$ cat src/rtl/buf_geom_pkg.sv
package buf_geom_pkg;

	// geometry defaults for the segmented buffer and the descriptor queues
	// every value here is a log2 or a bit width, never a count

	// words per segment is 2**DEF_SEGMENT_SIZE_W
	// also the width of the word offset in b_raddr
	parameter int DEF_SEGMENT_SIZE_W = 4;

	// segment number width
	// the buffer holds 2**DEF_BUF_SEG_AW segments
	parameter int DEF_BUF_SEG_AW = 6;

	// number of flows is 2**DEF_FLOWS_W
	parameter int DEF_FLOWS_W = 2;

	// descriptor slots per flow, as log2
	// the queue bank memory is flows times slots deep
	parameter int DEF_QUEUE_DEPTH_W = 4;

endpackage

$ cat src/rtl/sched_pkg.sv
package sched_pkg;

	// walker FSM states
	// idle: no packet in progress, grant requested
	// stream: emitting the words of the current segment
	// starved: mid-packet, but the flow queue ran dry
	typedef enum logic [1:0] {
		WALK_IDLE,
		WALK_STREAM,
		WALK_STARVED
	} walk_state_t;

	// grant request meaning
	// req is high only in WALK_IDLE, so a new flow is picked only between packets
	// the segments of one packet always come from the same flow

	// descriptor layout, lsb first
	// [seg_aw-1:0]                segment number
	// [seg_aw+size_w-1:seg_aw]    offset of the last word in the segment
	// [seg_aw+size_w]             end of packet
	function automatic int desc_w(input int seg_aw, input int size_w);
		return seg_aw + size_w + 1;
	endfunction

	// lsb of the end offset field
	function automatic int end_lsb(input int seg_aw);
		return seg_aw;
	endfunction

	// position of the end-of-packet bit, always the msb
	function automatic int eop_pos(input int seg_aw, input int size_w);
		return seg_aw + size_w;
	endfunction

endpackage

$ cat src/rtl/flow_queue_if.sv
interface flow_queue_if #(
	parameter int FLOWS_W = 2,
	parameter int DESC_W = 11
);

	// one bit per flow, high when that flow has no descriptor
	logic [2**FLOWS_W-1:0] empty;

	// retire the head of pop_flow at this edge
	logic pop;
	logic [FLOWS_W-1:0] pop_flow;

	// head descriptor of pop_flow, combinational
	logic [DESC_W-1:0] head;

	// queue bank side
	modport queue_side (
		output empty,
		output head,
		input pop,
		input pop_flow
	);

	// segment walker side
	// pop only when empty[pop_flow] is low
	modport reader_side (
		input empty,
		input head,
		output pop,
		output pop_flow
	);

endinterface

$ cat src/rtl/flow_queue_bank.sv
module flow_queue_bank #(
	parameter int SEGMENT_SIZE_W = 4,
	parameter int BUF_SEG_AW = 6,
	parameter int FLOWS_W = 2,
	parameter int QUEUE_DEPTH_W = 4
) (
	input logic clk,
	input logic rstn,
	input logic push,
	input logic [FLOWS_W-1:0] push_flow,
	input logic [sched_pkg::desc_w(BUF_SEG_AW, SEGMENT_SIZE_W)-1:0] push_desc,
	flow_queue_if.queue_side q
);

	localparam int NF = 2**FLOWS_W;
	localparam int DESC_W = sched_pkg::desc_w(BUF_SEG_AW, SEGMENT_SIZE_W);
	localparam int MEM_DEPTH = NF * (2**QUEUE_DEPTH_W);

	// flow number is the upper address part
	// each flow owns a circular region of 2**QUEUE_DEPTH_W slots
	logic [DESC_W-1:0] mem [0:MEM_DEPTH-1];

	logic [QUEUE_DEPTH_W-1:0] wr_idx [NF];
	logic [QUEUE_DEPTH_W-1:0] rd_idx [NF];
	// one extra bit so a full queue is not read as empty
	logic [QUEUE_DEPTH_W:0] count [NF];

	logic [NF-1:0] push_hit;
	logic [NF-1:0] pop_hit;

	// per-flow decode of push and pop
	always_comb begin
		for (int f = 0; f < NF; f++) begin
			push_hit[f] = push && (push_flow == FLOWS_W'(f));
			pop_hit[f] = q.pop && (q.pop_flow == FLOWS_W'(f));
			q.empty[f] = (count[f] == '0);
		end
	end

	// descriptor storage
	always_ff @(posedge clk) begin
		if (push) begin
			mem[{push_flow, wr_idx[push_flow]}] <= push_desc;
		end
	end

	// head of the flow the walker is looking at
	assign q.head = mem[{q.pop_flow, rd_idx[q.pop_flow]}];

	// indices and occupancy
	always_ff @(posedge clk) begin
		if (!rstn) begin
			for (int f = 0; f < NF; f++) begin
				wr_idx[f] <= '0;
				rd_idx[f] <= '0;
				count[f] <= '0;
			end
		end else begin
			for (int f = 0; f < NF; f++) begin
				if (push_hit[f]) begin
					wr_idx[f] <= wr_idx[f] + 1'b1;
				end
				if (pop_hit[f]) begin
					rd_idx[f] <= rd_idx[f] + 1'b1;
				end
				// push and pop together leave count alone
				case ({push_hit[f], pop_hit[f]})
					2'b10: count[f] <= count[f] + 1'b1;
					2'b01: count[f] <= count[f] - 1'b1;
					default: count[f] <= count[f];
				endcase
			end
		end
	end

endmodule

$ cat src/rtl/flow_rr_select.sv
module flow_rr_select #(
	parameter int FLOWS_W = 2
) (
	input logic clk,
	input logic rstn,
	input logic [2**FLOWS_W-1:0] empty,
	input logic req,
	input logic taken,
	output logic grant_valid,
	output logic [FLOWS_W-1:0] grant_flow
);

	localparam int NF = 2**FLOWS_W;

	// first flow looked at in the next search
	logic [FLOWS_W-1:0] rr_ptr;

	logic [FLOWS_W-1:0] cand;
	logic [FLOWS_W-1:0] pick;
	logic found;

	// scan from rr_ptr upwards
	// the add wraps by itself since NF is a power of two
	always_comb begin
		found = 1'b0;
		pick = rr_ptr;
		cand = rr_ptr;
		for (int k = 0; k < NF; k++) begin
			cand = rr_ptr + FLOWS_W'(k);
			if (!found && !empty[cand]) begin
				found = 1'b1;
				pick = cand;
			end
		end
	end

	// grant only while the walker asks
	assign grant_valid = req && found;
	assign grant_flow = pick;

	// move past the served flow
	// a flow that was just served is looked at last in the next round
	always_ff @(posedge clk) begin
		if (!rstn) begin
			rr_ptr <= '0;
		end else if (taken) begin
			rr_ptr <= grant_flow + 1'b1;
		end
	end

endmodule

$ cat src/rtl/segment_walker.sv
module segment_walker #(
	parameter int SEGMENT_SIZE_W = 4,
	parameter int BUF_SEG_AW = 6,
	parameter int FLOWS_W = 2
) (
	input logic clk,
	input logic rstn,

	// output word handshake
	input logic s_rready,
	output logic s_rvalid,
	output logic [BUF_SEG_AW+SEGMENT_SIZE_W-1:0] b_raddr,

	// grant path to the round-robin selector
	input logic grant_valid,
	input logic [FLOWS_W-1:0] grant_flow,
	output logic req,
	output logic taken,

	// segment return to the free pool
	output logic [BUF_SEG_AW-1:0] freed_pointer,
	output logic freed_pointer_valid,

	flow_queue_if.reader_side q
);

	localparam int DESC_W = sched_pkg::desc_w(BUF_SEG_AW, SEGMENT_SIZE_W);
	localparam int END_LSB = sched_pkg::end_lsb(BUF_SEG_AW);
	localparam int EOP_POS = sched_pkg::eop_pos(BUF_SEG_AW, SEGMENT_SIZE_W);

	sched_pkg::walk_state_t state;

	// descriptor being walked and its flow
	logic [DESC_W-1:0] cur_desc;
	logic [FLOWS_W-1:0] cur_flow;
	// word offset inside the current segment
	logic [SEGMENT_SIZE_W-1:0] offset;

	logic [BUF_SEG_AW-1:0] cur_seg;
	logic [SEGMENT_SIZE_W-1:0] cur_end;
	logic cur_eop;
	logic beat;
	logic seg_done;

	// descriptor fields
	assign cur_seg = cur_desc[BUF_SEG_AW-1:0];
	assign cur_end = cur_desc[END_LSB +: SEGMENT_SIZE_W];
	assign cur_eop = cur_desc[EOP_POS];

	// word consumed at this edge
	assign beat = s_rvalid && s_rready;
	// current word is the last of the segment
	assign seg_done = (offset == cur_end);

	// address is segment number then offset, both held in registers
	assign b_raddr = {cur_seg, offset};

	// pop decision
	// idle: take the granted flow
	// stream: chain straight into the next segment when it is already queued
	// starved: wait for the same flow to refill
	always_comb begin
		req = (state == sched_pkg::WALK_IDLE);
		q.pop = 1'b0;
		q.pop_flow = cur_flow;
		case (state)
			sched_pkg::WALK_IDLE: begin
				q.pop = grant_valid;
				q.pop_flow = grant_flow;
			end
			sched_pkg::WALK_STREAM: begin
				q.pop = beat && seg_done && !cur_eop && !q.empty[cur_flow];
			end
			sched_pkg::WALK_STARVED: begin
				q.pop = !q.empty[cur_flow];
			end
			default: begin
				q.pop = 1'b0;
			end
		endcase
	end

	// selector moves its pointer only on a grant that was used
	assign taken = req && grant_valid;

	// control state
	always_ff @(posedge clk) begin
		if (!rstn) begin
			state <= sched_pkg::WALK_IDLE;
			s_rvalid <= 1'b0;
			freed_pointer_valid <= 1'b0;
			offset <= '0;
		end else begin
			freed_pointer_valid <= 1'b0;
			case (state)
				sched_pkg::WALK_STREAM: begin
					if (beat) begin
						if (seg_done) begin
							// segment fully consumed, free it next cycle
							freed_pointer_valid <= 1'b1;
							s_rvalid <= 1'b0;
							if (cur_eop) begin
								state <= sched_pkg::WALK_IDLE;
							end else begin
								state <= sched_pkg::WALK_STARVED;
							end
						end else begin
							offset <= offset + 1'b1;
						end
					end
				end
				default: begin
					state <= state;
				end
			endcase
			// a pop overrides the above
			// new segment starts at word 0 with valid already high
			if (q.pop) begin
				state <= sched_pkg::WALK_STREAM;
				s_rvalid <= 1'b1;
				offset <= '0;
			end
		end
	end

	// payload registers
	always_ff @(posedge clk) begin
		if (q.pop) begin
			cur_desc <= q.head;
			cur_flow <= q.pop_flow;
		end
		if (beat && seg_done) begin
			freed_pointer <= cur_seg;
		end
	end

endmodule

$ cat src/rtl/buffer_read_multi_flow.sv
module buffer_read_multi_flow #(
	parameter int SEGMENT_SIZE_W = buf_geom_pkg::DEF_SEGMENT_SIZE_W,
	parameter int BUF_SEG_AW = buf_geom_pkg::DEF_BUF_SEG_AW,
	parameter int FLOWS_W = buf_geom_pkg::DEF_FLOWS_W,
	parameter int QUEUE_DEPTH_W = buf_geom_pkg::DEF_QUEUE_DEPTH_W
) (
	input logic clk,
	input logic rstn,

	// descriptor push, one-cycle strobe, no back-pressure
	// top bit is end of packet
	input logic [sched_pkg::desc_w(BUF_SEG_AW, SEGMENT_SIZE_W)-1:0] used_pointer,
	input logic used_pointer_valid,
	input logic [FLOWS_W-1:0] used_pointer_flow,

	// buffer read side
	input logic s_rready,
	output logic s_rvalid,
	output logic [BUF_SEG_AW+SEGMENT_SIZE_W-1:0] b_raddr,

	// segments handed back to the free pool
	output logic [BUF_SEG_AW-1:0] freed_pointer,
	output logic freed_pointer_valid
);

	localparam int DESC_W = sched_pkg::desc_w(BUF_SEG_AW, SEGMENT_SIZE_W);

	logic req;
	logic taken;
	logic grant_valid;
	logic [FLOWS_W-1:0] grant_flow;

	// queue bank to walker
	flow_queue_if #(
		.FLOWS_W(FLOWS_W),
		.DESC_W(DESC_W)
	) fq ();

	// per-flow descriptor queues
	flow_queue_bank #(
		.SEGMENT_SIZE_W(SEGMENT_SIZE_W),
		.BUF_SEG_AW(BUF_SEG_AW),
		.FLOWS_W(FLOWS_W),
		.QUEUE_DEPTH_W(QUEUE_DEPTH_W)
	) u_bank (
		.clk(clk),
		.rstn(rstn),
		.push(used_pointer_valid),
		.push_flow(used_pointer_flow),
		.push_desc(used_pointer),
		.q(fq.queue_side)
	);

	// packet-level round robin
	flow_rr_select #(
		.FLOWS_W(FLOWS_W)
	) u_rr (
		.clk(clk),
		.rstn(rstn),
		.empty(fq.empty),
		.req(req),
		.taken(taken),
		.grant_valid(grant_valid),
		.grant_flow(grant_flow)
	);

	// word-level address generation and freeing
	segment_walker #(
		.SEGMENT_SIZE_W(SEGMENT_SIZE_W),
		.BUF_SEG_AW(BUF_SEG_AW),
		.FLOWS_W(FLOWS_W)
	) u_walker (
		.clk(clk),
		.rstn(rstn),
		.s_rready(s_rready),
		.s_rvalid(s_rvalid),
		.b_raddr(b_raddr),
		.grant_valid(grant_valid),
		.grant_flow(grant_flow),
		.req(req),
		.taken(taken),
		.freed_pointer(freed_pointer),
		.freed_pointer_valid(freed_pointer_valid),
		.q(fq.reader_side)
	);

endmodule

$ cat config.mk
export PLATFORM = sky130hd
export DESIGN_NAME = buffer_read_multi_flow
export DESIGN_NICKNAME = d
export VERILOG_FILES = /design/src/rtl/buf_geom_pkg.sv /design/src/rtl/sched_pkg.sv /design/src/rtl/flow_queue_if.sv /design/src/rtl/flow_queue_bank.sv /design/src/rtl/flow_rr_select.sv /design/src/rtl/segment_walker.sv /design/src/rtl/buffer_read_multi_flow.sv
export SDC_FILE = /design/constraint.sdc
export NUM_CORES = 1
export LEC_CHECK = 0
export ABC_CLOCK_PERIOD_IN_PS = 7730
export BUFFER_PORTS_ARGS = -buffer_cell sky130_fd_sc_hd__buf_2
export CORE_ASPECT_RATIO = 2
export CORE_MARGIN = 2
export CORE_UTILIZATION = 60
export DETAILED_ROUTE_END_ITERATION = 16
export PLACE_DENSITY = 0.74
export SKIP_LAST_GASP = 1
export SYNTH_ARGS = -nofsm -noshare
export SYNTH_HDL_FRONTEND = slang
export SYNTH_SLANG_ARGS = --single-unit
export TNS_END_PERCENT = 10
$ cat constraint.sdc
create_clock -name clk -period 7.73 [get_ports clk]
set_clock_uncertainty 0.1 [all_clocks]
set_input_delay 0.3865 -clock clk [delete_from_list [all_inputs] [get_ports clk]]
set_output_delay 0.3865 -clock clk [all_outputs]
set_load 0.01 [all_outputs]
==> results.cfg, run 1 <==
[status]
outcome = complete, but fails checks
violations = capacitance limit

[route]
routed-via-count = 16000
wire_per_inst_um = 30.3
viasPerCell = 6.55
ant_nets = 0
drtIter0Drc = 1653
wirelength_um = 73900
drt_pass1_iterations = 5
drc = 0

[grt]
gr-total-overflow = 0
grt_pass1_wl_um = 108000
track_usage_pct = 27.5
grt_max_degree = 113
grt_antenna_before_repair = 0
grt_pass1_vias = 16700

[clock_network]
cts_tree = done
clk_path_buf_depth = 3
postCtsHoldBufs = 0
root_buffer = clkbuf_16
cts_setup_buffers = 0
post_cts_resized = 0
clk_latency_ns = 0.63
clock-sinks = 784
numCtsBuffers = 61
path_clk_slew_ns = 0.08
h-tree-depth = 2

[critical_path]
crit_path_top_delay_cell = a211oi_1
path_common_cell = a211oi_1
endpoint_kind = flip-flop
cp_top_family = compound AO/OA/AOI/OAI gates
critPathLaunchType = flip-flop
path_buf_inv = 3
cp_max_fo = 44
cpPeakStageDelay_ns = 1.13
worstPathRequired_ns = 8.11
worstSetupPathType = flip-flop to flip-flop
cp.arrival_ns = 6.42
crit_chain = inv_1 -> ha_1 -> or4b_1 -> o211ai_1 -> a21oi_1 -> mux2i_1 -> inv_2 -> mux2i_4 -> buf_12 -> a211oi_1 -> a211oi_1 -> a22oi_1 -> nand4_1

[yosys]
synthTopCellsByArea = edfxtp_1 74%, mux4_2 10%, nor2_1 1.6%, mux2i_1 1.5%, a22oi_1 1.5%
synth_common_cells = 775 x edfxtp_1, 140 x mux4_2, 138 x nor2_1
yosysUniqueCellTypes = 62
syn_inst = 1694
synth_ff_type = edfxtp_1
synth_seq_area_share_pct = 74.4
syn_nets = 1743
synth_edf_count = 775
yosysWarnings = 0
yosysTopAreaCell = edfxtp_1
syn-mean-instance-area_um2 = 18.6
synth.most_common_cell = edfxtp_1
async_reset_ff_share_pct = 0
synth-seq-cells = 784
synth_top_area_share_pct = 73.8
synth.cell_area_um2 = 31500

[layout]
syn2layout_area_growth_pct = 9.67
final_nets = 1778
seq_area_um2 = 23500
final_layout_size_suffix_gt1_share_pct = 17.5
multi_input_area_um2 = 7610
fillCellCount = 3342
antenna_cells = 0

[power_and_ir_drop]
swShare_pct = 31.0
p_comb_share_pct = 30.4
vdd_ir_drop_max_v = 0.000435
p_switching_mw = 3.74
p_int_mw = 8.32
seqPwrFrac_pct = 41.5
power_density_nw_per_um2 = 349
power_mw = 12.1
clockPowerShare_pct = 28.1
power_leakage_nw = 11.1

[hold_path]
hold_path.class = input pin to flip-flop

[timing]
clock.fmax_mhz = 165
setup_viol = 0
rsz0062_at_grt = no
relSlewSlack_pct = 1.02
hold_viol = 0
tns_ns = 0
period_needed_ns = 6.04
tightest_slew_ns = 1.48
drv_slew = 0
fin_crit_sh_pct = 78.2

[floorplan]
core_area_um2 = 51800
initial_utilization_pct = 60.8
die_w_um = 166
fp.dieH_um = 328
fp-row-count = 118
die_area_um2 = 54500
top_level_ports = 35

[run]
cap_violations = 1

[placed_design]
hpwl_um = 49200
io_buffers = 34
place_congestion = 0.891
[cell usage in the layout (no fill, tap or decap), types with 5 or more instances in the layout]
cell        synthesis  routed
nand4_1            13      13
nand3b_1            5       5
nor2_1            138     138
or3_1               5       5
a22oi_1            61      61
buf_12              0       6
nand2_1            79      79
bufinv_16           0      14
dfxtp_1             9       9
nor2b_1            32      32
clkbuf_16           0      61
o21ai_0             9       9
clkinvlp_4          0       6
ha_1               29      29
xor2_1             21      21
and3_1             12      12
mux2_1              8       8
xnor2_1            17      17
mux4_2            140     140
buf_4              12      16
o211a_1            11      11
nor3b_1             8       8
nand2b_1            9       9
mux2i_1            47      45
clkinv_1            0      11
a211oi_1           60      60
a21o_1              6       6
edfxtp_1          775     775
o41ai_1            10      10
clkinv_2            0      14
buf_2              27      34
nand3_1            16      16
a221oi_1            5       5
inv_1              22      22
a21oi_1            10       9
[metrics by stage]
stage	utilization, %	hold slack (ns)	area [um2]	instances	setup WS (ns)
2_1_floorplan	-	0.328	31500	1694	3.53
3_3_place_gp	62.5	0.416	32400	2326	2.05
3_5_place_dp	62.5	0.436	32400	2326	1.87
4_1_cts	66.7	0.0388	34600	2441	1.83
5_1_grt	66.7	0.0611	34600	2441	1.47
6_report	66.7	0.0711	34600	2441	1.69
[flip-flops by register name (all words and copies together) (netlist names)]
name                          flops
u_walker.cur_flow                 2
u_bank.rd_idx                    16
u_walker.cur_desc                11
u_bank.mem                      704
u_bank.wr_idx                    16
u_rr.rr_ptr                       2
u_walker.state                    2
u_walker.freed_pointer            6
u_bank.count                     20
u_walker.offset                   4
u_walker.freed_pointer_valid      1
[worst register-to-register path, stage by stage, from the launching register on]
cell,delay [ns]
edfxtp_1,0.48
inv_1,0.12
ha_1,0.17
or4b_1,0.53
o211ai_1,0.28
a21oi_1,0.14
mux2i_1,0.62
inv_2,0.26
mux2i_4,0.84
buf_12,0.38
a211oi_1,0.15
a211oi_1,1.13
a22oi_1,0.46
nand4_1,0.22
[cell type report]
type                            count  area share [%]
Clock buffer                       65            4.46
Multi-Input combinational cell    802            22.0
Clock inverter                     50            1.84
Timing Repair Buffer               56            1.19
Tap cell                          660            2.39
Sequential cell                   784            67.8
Inverter                           24           0.261
[power by group through the flow]
stage	Sequential (mW)	Combinational, mW	Clock (mW)
finish	5.00	3.67	3.39
global route	5.01	3.88	3.57
CTS	5.00	3.69	3.42
detailed placement	5.09	3.66	0
global placement	5.09	3.61	0
floorplan	5.01	2.62	0
[worst paths after layout]
| kind | endpoint | startpoint | cells after the start | slack, ns |
|---|---|---|---|---|
| min reg2reg | u_walker.freed_pointer[1]$_DFFE_PN_ | u_walker.cur_desc[1]$_DFFE_PP_ | 0 | 0.46 |
| min | u_walker.freed_pointer_valid$_SDFF_PN0_ | s_rready | 3 | 0.07 |
| max | u_walker.cur_desc[1]$_DFFE_PP_ | u_bank.count[3][0]$_DFFE_PP_ | 13 | 1.69 |
| max reg2reg | u_walker.cur_desc[1]$_DFFE_PP_ | u_bank.count[3][0]$_DFFE_PP_ | 13 | 1.69 |
[logic make-up after synthesis]
family / count (synthesis) / synth area share (%)
AO/OA/AOI/OAI: 195 / 4.70
XOR/XNOR: 38 / 1.06
adder cells (fa/ha/maj): 32 / 1.34
buffers and inverters: 108 / 1.56
flip-flops: 784 / 74.4
multiplexers: 197 / 11.9
AND/OR/NAND/NOR: 340 / 5.08
[metal layers]
metal  global-route usage (%)  share of wire [%]  vias up
li1                         -                  -     6898
met1                     30.0                 32     8220
met2                     50.0                 54      665
met3                     3.35                5.6      199
met4                     18.7                7.9        0
met5                        0                  0        -
Power figures use the tool's default switching activity.
==> inputs of run 2 (changes only) <==
- ABC_CLOCK_PERIOD_IN_PS: 7730 -> 5000
- CORE_UTILIZATION: 60 -> 57
- clock period: 7.73 -> 5 ns (I/O delays scaled with it)
==> run 2 against run 1 <==
- the flow now finishes without violations
- sequential power up 54%
- non-clock buffer count up 57
- critical path depth up 4
- die area up 5.2%
==> results.cfg, run 2 (synthesis gave the netlist of run 1 again) <==
[placed_design]
place_congestion = 0.911
placed_cells = 2393
io_buffers = 34
hpwl_um = 51600

[layout]
utilization_pct = 64.0
syn2layout_area_growth_pct = 10.7
fillCellCount = 3620
finalNonFillerCells = 2512
largest_register_ffs = 704
layout_common_cells = 775 x edfxtp_1, 140 x mux4_2, 136 x nor2_1
final_nets = 1834
final_layout_size_suffix_gt1_share_pct = 20.0
layout.cells.most_common = edfxtp_1

[floorplan]
core_area_um2 = 54500
fp.dieH_um = 337
fp-row-count = 121
top_level_ports = 35
die_w_um = 170
die_area_um2 = 57300
initial_utilization_pct = 57.8

[critical_path]
startpoint = u_bank.count[3][0]$_DFFE_PP_
worstSetupPathType = flip-flop to flip-flop
cp-endpoint = u_walker.cur_desc[2]$_DFFE_PP_
crit_chain = inv_1 -> ha_1 -> or4b_1 -> nand2_1 -> o31ai_1 -> or2_4 -> a21oi_4 -> inv_2 -> a221oi_1 -> mux2i_4 -> buf_4 -> buf_12 -> mux4_2 -> a22oi_1 -> nand2_1 -> nor2_1 -> nand4_1
crit_path_top_delay_cell = or4b_1
critPathLaunchType = flip-flop
worstRegToRegCells = 17
r2r-end = u_walker.cur_desc[2]$_DFFE_PP_
cp_max_fo = 43
r2r_start = u_bank.count[3][0]$_DFFE_PP_
r2r_slack_ns = 0.04
path_common_cell = nand2_1
cp.arrival_ns = 5.21
worstPathRequired_ns = 5.25
cpPeakStageDelay_ns = 0.58
endpoint_kind = flip-flop

[power_and_ir_drop]
p_comb_share_pct = 33.7
p_switching_mw = 6.12
seqPwrFrac_pct = 40.6
swShare_pct = 32.3
power_mw = 19.0
power_leakage_nw = 11.3
power_density_nw_per_um2 = 543
clockPowerShare_pct = 25.7
vdd_ir_drop_max_v = 0.000378
p_int_mw = 12.8

[grt]
grt_pass1_vias = 17100
gr-total-overflow = 0
grt_pass1_wl_um = 112000
track_usage_pct = 27.7
grt_max_degree = 65
grt_antenna_before_repair = 0

[clock_network]
path_clk_slew_ns = 0.07
clk_path_buf_depth = 3
h-tree-depth = 2
root_buffer = clkbuf_16
numCtsBuffers = 60
cts_tree = done
clk_latency_ns = 0.61
clock-sinks = 784

[route]
drtIter0Drc = 1865
wirelength_um = 78100
wire_per_inst_um = 31.1
viasPerCell = 6.57
drt_pass1_iterations = 7
routed-via-count = 16500
ant_nets = 0
drc = 0

[timing]
setup_viol = 0
clock.fmax_mhz = 202
relSlewSlack_pct = 8.01
hold_ws_ns = 0.131
tns_ns = 0
fin_crit_sh_pct = 99.2
rsz0062_at_grt = yes
hold_viol = 0
tightest_slew_ns = 1.37
drv_slew = 0
period_needed_ns = 4.96

[run]
cap_violations = 0

[status]
outcome = finished, final reports clean

[hold_path]
hold_path.class = input pin to flip-flop
[run 2: changes by cell type in the layout (fill, tap and decap cells not counted), moves of 3 or more]
cell / before / now
a22oi_2: 0 / 3
clkbuf_1: 4 / 7
a22oi_1: 61 / 58
buf_4: 16 / 69
bufinv_16: 14 / 7
[run 2: metal layers]
layer / wire, um / track usage (%) / vias up
met5: 0 / 0 / -
met3: 4180 / 3.69 / 217
li1: - / - / 7010
met4: 7510 / 23.5 / 0
met2: 41100 / 48.2 / 749
met1: 25300 / 29.7 / 8518
[run 2: worst max-delay path: cells and delay by family (launching register included)]
family | cells | cell delay, ns
buf+inv | 4 | 0.59
simple gates | 6 | 1.61
compound gates | 4 | 0.96
mux | 2 | 0.75
fa+ha+maj | 1 | 0.16
flops | 1 | 0.47
[run 2: repair_timing]
item                                   CTS  global route
cloned                                   0             1
hold buffers                             1             0
endpoints found under the hold margin    3             0
gates resized for setup                  1             6
buffers inserted                         0             4
setup endpoints to repair                2            10
pin swaps                                0             0
[run 2: final cells by class]
cell class	instances	area [um2]	share of cell area [%]
multi-input cells	802	7640	21.9
inverters	24	90.1	0.258
diodes	1	2.50	0.00717
flip-flops and latches	784	23500	67.2
well taps	676	846	2.42
clock inverters	44	414	1.19
clock buffers	68	1550	4.45
repair buffers	113	883	2.53
[run 2: how the worst min path moves through the flow]
stage	from	slack, ns	depth (start not counted)	endpoint
6_report	used_pointer_valid	0.13	3	u_bank.wr_idx[3][3]$_SDFFCE_PN0P_
5_1_grt	used_pointer_valid	0.16	3	u_bank.wr_idx[3][0]$_SDFFCE_PN0P_
4_1_cts	used_pointer_valid	0.10	3	u_bank.wr_idx[3][3]$_SDFFCE_PN0P_
3_5_place_dp	u_walker.cur_desc[4]$_DFFE_PP_	0.39	0	u_walker.freed_pointer[4]$_DFFE_PN_
3_3_place_gp	u_walker.cur_desc[4]$_DFFE_PP_	0.38	0	u_walker.freed_pointer[4]$_DFFE_PN_
2_1_floorplan	used_pointer[0]	0.25	0	u_bank.mem[0][0]$_DFFE_PP_
[run 2: power groups by stage]
stage	combinational, mW	clock [mW]	sequential, mW
3_5_place_dp	6.21	0	7.84
5_1_grt	6.68	5.11	7.71
3_3_place_gp	6.12	0	7.83
4_1_cts	6.26	4.92	7.69
6_report	6.39	4.87	7.70
2_1_floorplan	4.06	0	7.74
[run 2: per-stage QoR]
step	worst slack [ns]	cell area [um2]
6_report	0.0389	34900
5_1_grt	-0.0452	34900
4_1_cts	-0.0225	34800
3_5_place_dp	-0.112	32800
3_3_place_gp	-0.0138	32800
2_1_floorplan	0.800	31500
